File: config.mk
export PLATFORM = sky130hd
export DESIGN_NAME = cache_bank
export DESIGN_NICKNAME = d
export VERILOG_FILES = /design/src/hw/cache_pkg.sv /design/src/hw/bank_fifo.sv /design/src/hw/cache_bank.sv /design/src/hw/data_store.sv /design/src/hw/miss_entry.sv /design/src/hw/tag_store.sv
export VERILOG_INCLUDE_DIRS = /design/src /design/src/hw
export SDC_FILE = /design/constraint.sdc
export NUM_CORES = 2
export LEC_CHECK = 0
export BUFFER_PORTS_ARGS = -buffer_cell sky130_fd_sc_hd__buf_2
export CAP_MARGIN = 20
export CELL_PAD_IN_SITES_DETAIL_PLACEMENT = 0
export CELL_PAD_IN_SITES_GLOBAL_PLACEMENT = 1
export CORE_UTILIZATION = 45
export CTS_CLUSTER_SIZE = 28
export DETAILED_ROUTE_END_ITERATION = 8
export HOLD_SLACK_MARGIN = 0.1
export PLACE_DENSITY_LB_ADDON = 0.25
export SETUP_SLACK_MARGIN = 0.5
export SLEW_MARGIN = 20
export SYNTH_ARGS = -nofsm -noshare
export SYNTH_HDL_FRONTEND = slang
export SYNTH_SLANG_ARGS = --single-unit
File: constraint.sdc
create_clock -name clk -period 6.1 [get_ports clk]
set_input_delay 0.305 -clock clk [delete_from_list [all_inputs] [get_ports clk]]
set_output_delay 0.305 -clock clk [all_outputs]
set_load 0.01 [all_outputs]
File: src/hw/cache_params.svh
`ifndef CACHE_PARAMS_SVH
`define CACHE_PARAMS_SVH

// data word and line geometry
`define WORD_BITS       32
`define LINE_WORDS      4

// line address splits into tag and index
`define LINE_ADDR_BITS  10
`define INDEX_BITS      4

`define CORE_TAG_BITS   6

// all three bank queues share this depth
`define QUEUE_DEPTH     4

`endif

File: src/hw/cache_pkg.sv
`default_nettype none

`include "cache_params.svh"

package cache_pkg;

    typedef logic [`WORD_BITS-1:0]                  word_t;
    typedef logic [`WORD_BITS/8-1:0]                byteen_t;

    // word offset inside a line
    typedef logic [$clog2(`LINE_WORDS)-1:0]         wsel_t;

    // word w sits at bits [w*WORD_BITS +: WORD_BITS]
    typedef logic [`LINE_WORDS*`WORD_BITS-1:0]      line_t;

    typedef logic [`LINE_ADDR_BITS-1:0]             line_addr_t;
    typedef logic [`INDEX_BITS-1:0]                 index_t;

    // upper line address bits above the index
    typedef logic [`LINE_ADDR_BITS-`INDEX_BITS-1:0] tag_t;

    typedef logic [`CORE_TAG_BITS-1:0]              core_tag_t;

endpackage

`default_nettype wire

File: src/hw/bank_fifo.sv
`default_nettype none
`timescale 1ns/1ps

module bank_fifo #(
    parameter int WIDTH    = 8,
    parameter int DEPTH    = 4,
    parameter int ALM_FREE = 0
) (
    input  logic             clk,
    input  logic             rst_n,
    input  logic             push,
    input  logic [WIDTH-1:0] data_in,
    input  logic             pop,
    output logic [WIDTH-1:0] data_out,
    output logic             empty,
    output logic             alm_full
);

    localparam int PTR_W = (DEPTH > 1) ? $clog2(DEPTH) : 1;
    localparam int CNT_W = $clog2(DEPTH + 1);

    logic [WIDTH-1:0] mem [DEPTH];
    logic [PTR_W-1:0] wr_ptr;
    logic [PTR_W-1:0] rd_ptr;
    logic [CNT_W-1:0] count;

    always_ff @(posedge clk or negedge rst_n) begin
        if (!rst_n) begin
            wr_ptr <= '0;
            rd_ptr <= '0;
            count  <= '0;
        end else begin
            if (push) begin
                wr_ptr <= (wr_ptr == PTR_W'(DEPTH - 1)) ? '0 : wr_ptr + 1'b1;
            end
            if (pop) begin
                rd_ptr <= (rd_ptr == PTR_W'(DEPTH - 1)) ? '0 : rd_ptr + 1'b1;
            end
            if (push && !pop) begin
                count <= count + 1'b1;
            end else if (pop && !push) begin
                count <= count - 1'b1;
            end
        end
    end

    always_ff @(posedge clk) begin
        if (push) begin
            mem[wr_ptr] <= data_in;
        end
    end

    // head entry read straight from storage
    assign data_out = mem[rd_ptr];
    assign empty    = (count == '0);

    // raised once free slots drop to ALM_FREE
    assign alm_full = (count >= CNT_W'(DEPTH - ALM_FREE));

endmodule

`default_nettype wire

File: src/hw/cache_bank.sv
`default_nettype none
`timescale 1ns/1ps

`include "cache_params.svh"

module cache_bank (
    input  logic                  clk,
    input  logic                  rst_n,

    input  logic                  core_req_valid,
    input  logic                  core_req_rw,
    input  cache_pkg::line_addr_t core_req_addr,
    input  cache_pkg::wsel_t      core_req_wsel,
    input  cache_pkg::byteen_t    core_req_byteen,
    input  cache_pkg::word_t      core_req_data,
    input  cache_pkg::core_tag_t  core_req_tag,
    output logic                  core_req_ready,

    output logic                  core_rsp_valid,
    output cache_pkg::word_t      core_rsp_data,
    output cache_pkg::core_tag_t  core_rsp_tag,
    input  logic                  core_rsp_ready,

    output logic                  mem_req_valid,
    output logic                  mem_req_rw,
    output cache_pkg::line_addr_t mem_req_addr,
    output cache_pkg::wsel_t      mem_req_wsel,
    output cache_pkg::byteen_t    mem_req_byteen,
    output cache_pkg::word_t      mem_req_data,
    input  logic                  mem_req_ready,

    input  logic                  mem_rsp_valid,
    input  cache_pkg::line_t      mem_rsp_data,
    output logic                  mem_rsp_ready
);

    localparam int CREQ_W = 1 + $bits(cache_pkg::line_addr_t) + $bits(cache_pkg::wsel_t)
                          + $bits(cache_pkg::byteen_t) + $bits(cache_pkg::word_t)
                          + $bits(cache_pkg::core_tag_t);
    localparam int CRSP_W = $bits(cache_pkg::word_t) + $bits(cache_pkg::core_tag_t);
    localparam int MREQ_W = 1 + $bits(cache_pkg::line_addr_t) + $bits(cache_pkg::wsel_t)
                          + $bits(cache_pkg::byteen_t) + $bits(cache_pkg::word_t);

    logic                  creq_empty;
    logic                  creq_full;
    logic                  creq_rw;
    cache_pkg::line_addr_t creq_addr;
    cache_pkg::wsel_t      creq_wsel;
    cache_pkg::byteen_t    creq_byteen;
    cache_pkg::word_t      creq_data;
    cache_pkg::core_tag_t  creq_tag;

    logic                  miss_busy;
    logic                  miss_waiting;
    logic                  replay_valid;
    cache_pkg::line_addr_t miss_addr;
    cache_pkg::wsel_t      miss_wsel;
    cache_pkg::core_tag_t  miss_tag;

    logic                  replay_issue;
    logic                  fill_issue;
    logic                  creq_issue;
    logic                  crsq_alm_full;
    logic                  mreq_alm_full;
    logic                  crsq_empty;
    logic                  mreq_empty;

    cache_pkg::line_addr_t addr_stinit;
    cache_pkg::wsel_t      wsel_stinit;
    cache_pkg::core_tag_t  tag_stinit;

    logic                  is_read_st0;
    logic                  is_write_st0;
    logic                  is_fill_st0;
    logic                  is_replay_st0;
    logic                  st0_busy;
    logic                  hit_st0;
    logic                  write_hit_st0;
    cache_pkg::line_addr_t addr_st0;
    cache_pkg::wsel_t      wsel_st0;
    cache_pkg::byteen_t    byteen_st0;
    cache_pkg::word_t      wdata_st0;
    cache_pkg::core_tag_t  tag_st0;
    cache_pkg::line_t      fill_data_st0;
    cache_pkg::word_t      rdata_st0;
    cache_pkg::index_t     data_index;
    cache_pkg::wsel_t      data_wsel;

    logic                  rsp_st1;
    logic                  mreq_st1;
    logic                  rw_st1;
    cache_pkg::line_addr_t addr_st1;
    cache_pkg::wsel_t      wsel_st1;
    cache_pkg::byteen_t    byteen_st1;
    cache_pkg::word_t      wdata_st1;
    cache_pkg::core_tag_t  tag_st1;
    cache_pkg::word_t      rdata_st1;

    assign core_req_ready = ~creq_full;

    bank_fifo #(
        .WIDTH    (CREQ_W),
        .DEPTH    (`QUEUE_DEPTH),
        .ALM_FREE (0)
    ) core_req_queue (
        .clk      (clk),
        .rst_n    (rst_n),
        .push     (core_req_valid && core_req_ready),
        .data_in  ({core_req_rw, core_req_addr, core_req_wsel, core_req_byteen,
                    core_req_data, core_req_tag}),
        .pop      (creq_issue),
        .data_out ({creq_rw, creq_addr, creq_wsel, creq_byteen, creq_data, creq_tag}),
        .empty    (creq_empty),
        .alm_full (creq_full)
    );

    // issue priority: replay, fill, core request
    // replay and fill come from exclusive miss states, so they never collide
    assign replay_issue  = replay_valid && !is_fill_st0;
    assign fill_issue    = miss_waiting && mem_rsp_valid;
    assign mem_rsp_ready = fill_issue;

    // no read or write may issue next to a store update in st0
    assign st0_busy   = is_read_st0 || is_write_st0 || is_fill_st0;
    assign creq_issue = !creq_empty && !replay_issue && !fill_issue && !miss_busy
                     && !st0_busy && !crsq_alm_full && !mreq_alm_full;

    assign addr_stinit = creq_issue ? creq_addr : miss_addr;
    assign wsel_stinit = creq_issue ? creq_wsel : miss_wsel;
    assign tag_stinit  = creq_issue ? creq_tag  : miss_tag;

    always_ff @(posedge clk or negedge rst_n) begin
        if (!rst_n) begin
            is_read_st0   <= 1'b0;
            is_write_st0  <= 1'b0;
            is_fill_st0   <= 1'b0;
            is_replay_st0 <= 1'b0;
        end else begin
            is_read_st0   <= creq_issue && !creq_rw;
            is_write_st0  <= creq_issue && creq_rw;
            is_fill_st0   <= fill_issue;
            is_replay_st0 <= replay_issue;
        end
    end

    always_ff @(posedge clk) begin
        addr_st0      <= addr_stinit;
        wsel_st0      <= wsel_stinit;
        tag_st0       <= tag_stinit;
        byteen_st0    <= creq_byteen;
        wdata_st0     <= creq_data;
        fill_data_st0 <= mem_rsp_data;
    end

    // tags are filled at issue, so the replay right behind sees them
    tag_store tags (
        .clk    (clk),
        .rst_n  (rst_n),
        .lookup (creq_issue || replay_issue),
        .fill   (fill_issue),
        .addr   (addr_stinit),
        .hit    (hit_st0)
    );

    assign write_hit_st0 = is_write_st0 && hit_st0;

    // reads index from stinit, updates from st0
    assign data_index = (write_hit_st0 || is_fill_st0) ? addr_st0[`INDEX_BITS-1:0]
                                                        : addr_stinit[`INDEX_BITS-1:0];
    assign data_wsel  = write_hit_st0 ? wsel_st0 : wsel_stinit;

    data_store data (
        .clk        (clk),
        .read       (replay_issue || (creq_issue && !creq_rw)),
        .write      (write_hit_st0),
        .fill       (is_fill_st0),
        .index      (data_index),
        .wsel       (data_wsel),
        .byteen     (byteen_st0),
        .write_data (wdata_st0),
        .fill_data  (fill_data_st0),
        .read_data  (rdata_st0)
    );

    miss_entry miss (
        .clk          (clk),
        .rst_n        (rst_n),
        .alloc        (is_read_st0 && !hit_st0),
        .alloc_addr   (addr_st0),
        .alloc_wsel   (wsel_st0),
        .alloc_tag    (tag_st0),
        .fill_issue   (fill_issue),
        .replay_take  (replay_issue),
        .busy         (miss_busy),
        .waiting      (miss_waiting),
        .replay_valid (replay_valid),
        .replay_addr  (miss_addr),
        .replay_wsel  (miss_wsel),
        .replay_tag   (miss_tag)
    );

    always_ff @(posedge clk or negedge rst_n) begin
        if (!rst_n) begin
            rsp_st1  <= 1'b0;
            mreq_st1 <= 1'b0;
        end else begin
            rsp_st1  <= (is_read_st0 && hit_st0) || is_replay_st0;
            // write-through for every write, line fetch for a read miss
            mreq_st1 <= is_write_st0 || (is_read_st0 && !hit_st0);
        end
    end

    always_ff @(posedge clk) begin
        rw_st1     <= is_write_st0;
        addr_st1   <= addr_st0;
        wsel_st1   <= wsel_st0;
        byteen_st1 <= byteen_st0;
        wdata_st1  <= wdata_st0;
        tag_st1    <= tag_st0;
        rdata_st1  <= rdata_st0;
    end

    bank_fifo #(
        .WIDTH    (CRSP_W),
        .DEPTH    (`QUEUE_DEPTH),
        .ALM_FREE (2)
    ) core_rsp_queue (
        .clk      (clk),
        .rst_n    (rst_n),
        .push     (rsp_st1),
        .data_in  ({rdata_st1, tag_st1}),
        .pop      (core_rsp_valid && core_rsp_ready),
        .data_out ({core_rsp_data, core_rsp_tag}),
        .empty    (crsq_empty),
        .alm_full (crsq_alm_full)
    );

    assign core_rsp_valid = ~crsq_empty;

    bank_fifo #(
        .WIDTH    (MREQ_W),
        .DEPTH    (`QUEUE_DEPTH),
        .ALM_FREE (2)
    ) mem_req_queue (
        .clk      (clk),
        .rst_n    (rst_n),
        .push     (mreq_st1),
        .data_in  ({rw_st1, addr_st1, wsel_st1, byteen_st1, wdata_st1}),
        .pop      (mem_req_valid && mem_req_ready),
        .data_out ({mem_req_rw, mem_req_addr, mem_req_wsel, mem_req_byteen, mem_req_data}),
        .empty    (mreq_empty),
        .alm_full (mreq_alm_full)
    );

    assign mem_req_valid = ~mreq_empty;

endmodule

`default_nettype wire

File: src/hw/data_store.sv
`default_nettype none
`timescale 1ns/1ps

`include "cache_params.svh"

module data_store (
    input  logic              clk,
    input  logic              read,
    input  logic              write,
    input  logic              fill,
    input  cache_pkg::index_t index,
    input  cache_pkg::wsel_t  wsel,
    input  cache_pkg::byteen_t byteen,
    input  cache_pkg::word_t  write_data,
    input  cache_pkg::line_t  fill_data,
    output cache_pkg::word_t  read_data
);

    localparam int LINES = 1 << `INDEX_BITS;
    localparam int BYTES = `WORD_BITS / 8;

    cache_pkg::word_t mem [LINES][`LINE_WORDS];

    always_ff @(posedge clk) begin
        if (fill) begin
            // whole line from the memory response
            for (int w = 0; w < `LINE_WORDS; w++) begin
                mem[index][w] <= fill_data[w*`WORD_BITS +: `WORD_BITS];
            end
        end else if (write) begin
            for (int b = 0; b < BYTES; b++) begin
                if (byteen[b]) begin
                    mem[index][wsel][b*8 +: 8] <= write_data[b*8 +: 8];
                end
            end
        end
    end

    // word comes out one cycle after the read strobe
    always_ff @(posedge clk) begin
        if (read) begin
            read_data <= mem[index][wsel];
        end
    end

endmodule

`default_nettype wire

File: src/hw/miss_entry.sv
`default_nettype none
`timescale 1ns/1ps

module miss_entry (
    input  logic                  clk,
    input  logic                  rst_n,
    input  logic                  alloc,
    input  cache_pkg::line_addr_t alloc_addr,
    input  cache_pkg::wsel_t      alloc_wsel,
    input  cache_pkg::core_tag_t  alloc_tag,
    input  logic                  fill_issue,
    input  logic                  replay_take,
    output logic                  busy,
    output logic                  waiting,
    output logic                  replay_valid,
    output cache_pkg::line_addr_t replay_addr,
    output cache_pkg::wsel_t      replay_wsel,
    output cache_pkg::core_tag_t  replay_tag
);

    localparam logic [1:0] S_IDLE   = 2'd0;
    localparam logic [1:0] S_WAIT   = 2'd1;
    localparam logic [1:0] S_REPLAY = 2'd2;

    logic [1:0] state;

    always_ff @(posedge clk or negedge rst_n) begin
        if (!rst_n) begin
            state <= S_IDLE;
        end else begin
            case (state)
                S_IDLE:   if (alloc) state <= S_WAIT;
                S_WAIT:   if (fill_issue) state <= S_REPLAY;
                S_REPLAY: if (replay_take) state <= S_IDLE;
                default:  state <= S_IDLE;
            endcase
        end
    end

    // the missed read, kept until its replay
    always_ff @(posedge clk) begin
        if (alloc && (state == S_IDLE)) begin
            replay_addr <= alloc_addr;
            replay_wsel <= alloc_wsel;
            replay_tag  <= alloc_tag;
        end
    end

    assign busy         = (state != S_IDLE);
    assign waiting      = (state == S_WAIT);
    assign replay_valid = (state == S_REPLAY);

endmodule

`default_nettype wire

File: src/hw/tag_store.sv
`default_nettype none
`timescale 1ns/1ps

`include "cache_params.svh"

module tag_store (
    input  logic                  clk,
    input  logic                  rst_n,
    input  logic                  lookup,
    input  logic                  fill,
    input  cache_pkg::line_addr_t addr,
    output logic                  hit
);

    localparam int LINES = 1 << `INDEX_BITS;

    logic [LINES-1:0]  valid_q;
    cache_pkg::tag_t   tags [LINES];

    cache_pkg::index_t index_in;
    cache_pkg::tag_t   tag_in;
    cache_pkg::index_t index_q;
    cache_pkg::tag_t   tag_q;

    assign index_in = addr[`INDEX_BITS-1:0];
    assign tag_in   = addr[`LINE_ADDR_BITS-1:`INDEX_BITS];

    always_ff @(posedge clk or negedge rst_n) begin
        if (!rst_n) begin
            valid_q <= '0;
        end else if (fill) begin
            valid_q[index_in] <= 1'b1;
        end
    end

    always_ff @(posedge clk) begin
        if (fill) begin
            tags[index_in] <= tag_in;
        end
    end

    // hold the looked-up address for the st0 compare
    always_ff @(posedge clk) begin
        if (lookup) begin
            index_q <= index_in;
            tag_q   <= tag_in;
        end
    end

    assign hit = valid_q[index_q] && (tags[index_q] == tag_q);

endmodule

`default_nettype wire

==> impl_metrics.ini <==
[outcome]
outcome = completed

[critical_path]
arrival_ns = 6.07
cpMostUsedCell = buf_4
worstSetupPathType = register to register
crit_required_ns = 6.71
cp_cell_sequence = mux4_2 -> mux4_2 -> xor2_1 -> nor4_4 -> a31oi_4 -> buf_4 -> nor4b_1 -> a21oi_4 -> or2_2 -> buf_4 -> nor2_1 -> buf_4
cp_slowest_cell = or2_2
cpPeakStageDelay_ns = 0.64
cp-start-kind = register
crit_path_max_fanout = 10
cp-end-kind = register

[timing]
tns_ns = 0
rsz0062_at_grt = false
min_period_ns = 5.46
max-slew-margin-rel_pct = 25.6
fin_hold_ws_ns = 0.145
slew_violations = 0
hold_violations = 0
setup_viol = 0
fin_crit_sh_pct = 89.5
timing.final.ws_setup_ns = 0.641
fmax_ghz = 0.183
worst_slew_pin_slew_ns = 1.11
finalClockSkew_ns = 0.0567

[clocking]
clock_latency_ns = 0.95
htreeDepth = 5
clk_pin_slew_ns = 0.06
tritoncts = done
clock_path_buffers = 4
cts_sinks = 3090
cts_buffers = 331
cts_root_buf = clkbuf_16

[power_and_ir_drop]
vdd_drop_max_mv = 0.311
power.density_cell_area_nw_per_um2 = 416
p_leak_nw = 47.6

[global_route]
grt_remaining_overflow = 0
grt_pass1_vias = 60200
grt_max_degree = 64
grtUsageTotal_pct = 24.0
antenna_found_initial = 38
grt_first_pass_wirelength_um = 441000

[cells_and_area]
drive_gt1_share_pct = 22.2
syn_to_final_growth_pct = 18.9
finalNetCount = 7275

[placed_design]
place_congestion = 0.844
dp_hpwl_um = 205000
io_buffers = 279
place_ws_ns = 0.164

[synth]
synth_top_area_share_pct = 72.5
yosysWarnings = 0
synth.most_common_cell = edfxtp_1
yosys.area.top_type = edfxtp_1
ys_seq_area_share_pct = 78.2
synth_cells = 5994
synth_nets = 6204
yosys-top-cells-count = edfxtp_1, mux2i_1, o22ai_1, nor2_1, dfxtp_1
netlist_area_um2 = 115000
ys_types = 54
synth_flop_cell = edfxtp_1
yosys-top-cells-area = edfxtp_1, mux2i_1, dfxtp_1
synthArstFlopShare_pct = 1.46
synth_area_per_cell_um2 = 19.2
synth_edf_count = 2772
ys_ff_latch = 3090

[floorplan]
core_area_um2 = 254000
die_w_um = 507
boundaryPins = 280
start_util_pct = 45.2
rows = 185
die-area_um2 = 257000
dieHeight_um = 507

[drt]
drt-initial-drc-count = 6454
finalWirelength_um = 310000
vias_per_cell = 5.66
drc = 0
vias = 60700
dr.pass1.iters = 5
final_antenna_net_count = 0
wl_per_cell_um = 28.9

[min_path]
hold_path_class = input pin to register

[run]
drv_cap = 0
## power breakdown
part / switching, mW / leakage [nW] / internal [mW] / total [mW]
combinational: 7.09 / 14.7 / 4.65 / 11.7
sequential: 1.38 / 27.8 / 24.6 / 26.0
clock: 7.96 / 5.01 / 11.1 / 19.1
## area by class of cell
cell class,count,area [µm²]
sequential,3090,89800
multi-input combinational,2538,23400
clock buffer,448,9110
tap,3366,4210
inverter,19,71.3
clock inverter,136,1120
fill,19900,117000
antenna,38,95.1
timing repair buffer,1085,8700
## flip-flops by register name, indices dropped and copies added (netlist names), 3 cells and up, named ones only
signal and cells:
data.mem 2048, core_req_queue.mem 220, mem_req_queue.mem 196, core_rsp_queue.mem 152, fill_data_st0 128, tags.tags 96
data.read_data 32, rdata_st1 32, wdata_st0 32, wdata_st1 32, tags.valid_q 16, addr_st0 10
addr_st1 10, miss.replay_addr 10, miss.replay_tag 6, tag_st0 6, tag_st1 6, tags.tag_q 6
byteen_st0 4, byteen_st1 4, tags.index_q 4, core_req_queue.count 3, core_rsp_queue.count 3, mem_req_queue.count 3
## critical path: cells and delay by family (launching register included)
kind / cells / cell delay, ns
AO/OA/AOI/OAI: 2 / 0.45
multiplexers: 2 / 1.04
AND/OR/NAND/NOR: 4 / 2.01
buffers and inverters: 3 / 0.92
flip-flops: 1 / 0.52
XOR/XNOR: 1 / 0.18
## logic make-up (layout without fill, tap and decap cells)
logic type	count (synthesis)	count (layout)	synth area share (%)
AO/OA/AOI/OAI	675	675	4.00
AND/OR/NAND/NOR	453	453	1.86
buffers and inverters	366	1688	1.57
adder cells (fa/ha/maj)	21	21	0.248
other	0	38	0
multiplexers	1375	1375	14.0
XOR/XNOR	14	14	0.107
flip-flops	3090	3090	78.2
## path summary, 6_finish.rpt
check,slack (ns),startpoint,cells after the start,end
worst max register to register,0.64,register,12,data.mem[9][78]
max in group asynchronous,4.93,rst_n,4,core_rsp_queue.rd_ptr[1]
min in group asynchronous,0.64,rst_n,4,mem_req_queue.rd_ptr[0]
worst min-delay path,0.15,mem_rsp_data[72],2,fill_data_st0[72]
worst min register to register,0.35,data.read_data[14],0,rdata_st1[14]
worst max-delay path,0.64,register,12,data.mem[9][78]
## placed cells by master (no fill, tap or decap), types with 15 or more instances in the layout
master	netlist	layout
buf_12	0	32
buf_2	103	279
buf_4	41	434
bufinv_16	0	15
clkbuf_1	150	89
clkbuf_16	0	341
clkbuf_8	0	18
clkinv_1	0	46
clkinv_2	0	50
dfrtp_1	45	38
dfxtp_1	273	271
diode_2	0	38
dlygate4sd3_1	0	339
edfxtp_1	2772	2772
ha_1	18	18
inv_1	18	18
mux2_2	166	166
mux2i_1	1042	1042
mux4_2	166	166
nand2_1	18	18
nor2_1	293	291
nor4_1	34	34
o2111ai_1	32	32
o22ai_1	516	516
o41ai_1	94	90
or2_2	25	25
## per-stage QoR
step	power [mW]	cells	instance area [µm²]	util, %
after global routing	58.5	10700	136000	53.7
after global placement	37.9	9753	123000	48.3
after CTS	57.2	10700	136000	53.7
final	56.8	10700	137000	53.8
after floorplan	32.7	5994	115000	-
after detailed placement	38.0	9753	123000	48.3
## per-layer routing
metal / vias up / global-route usage (%) / part of all wire [%]
met5: - / 0 / 0.0090
met4: 4 / 7.36 / 3.0
met3: 455 / 3.80 / 6.9
met2: 2251 / 37.8 / 47
met1: 31600 / 34.4 / 43
li1: 26400 / - / -
## what timing repair did
action	in CTS	in global routing
endpoints found under the hold margin	421	2
hold buffers	337	2
endpoints found under the setup margin	45	656
buffers inserted	6	0
gates resized for setup	4	5
(Power assumes the default switching activity.)
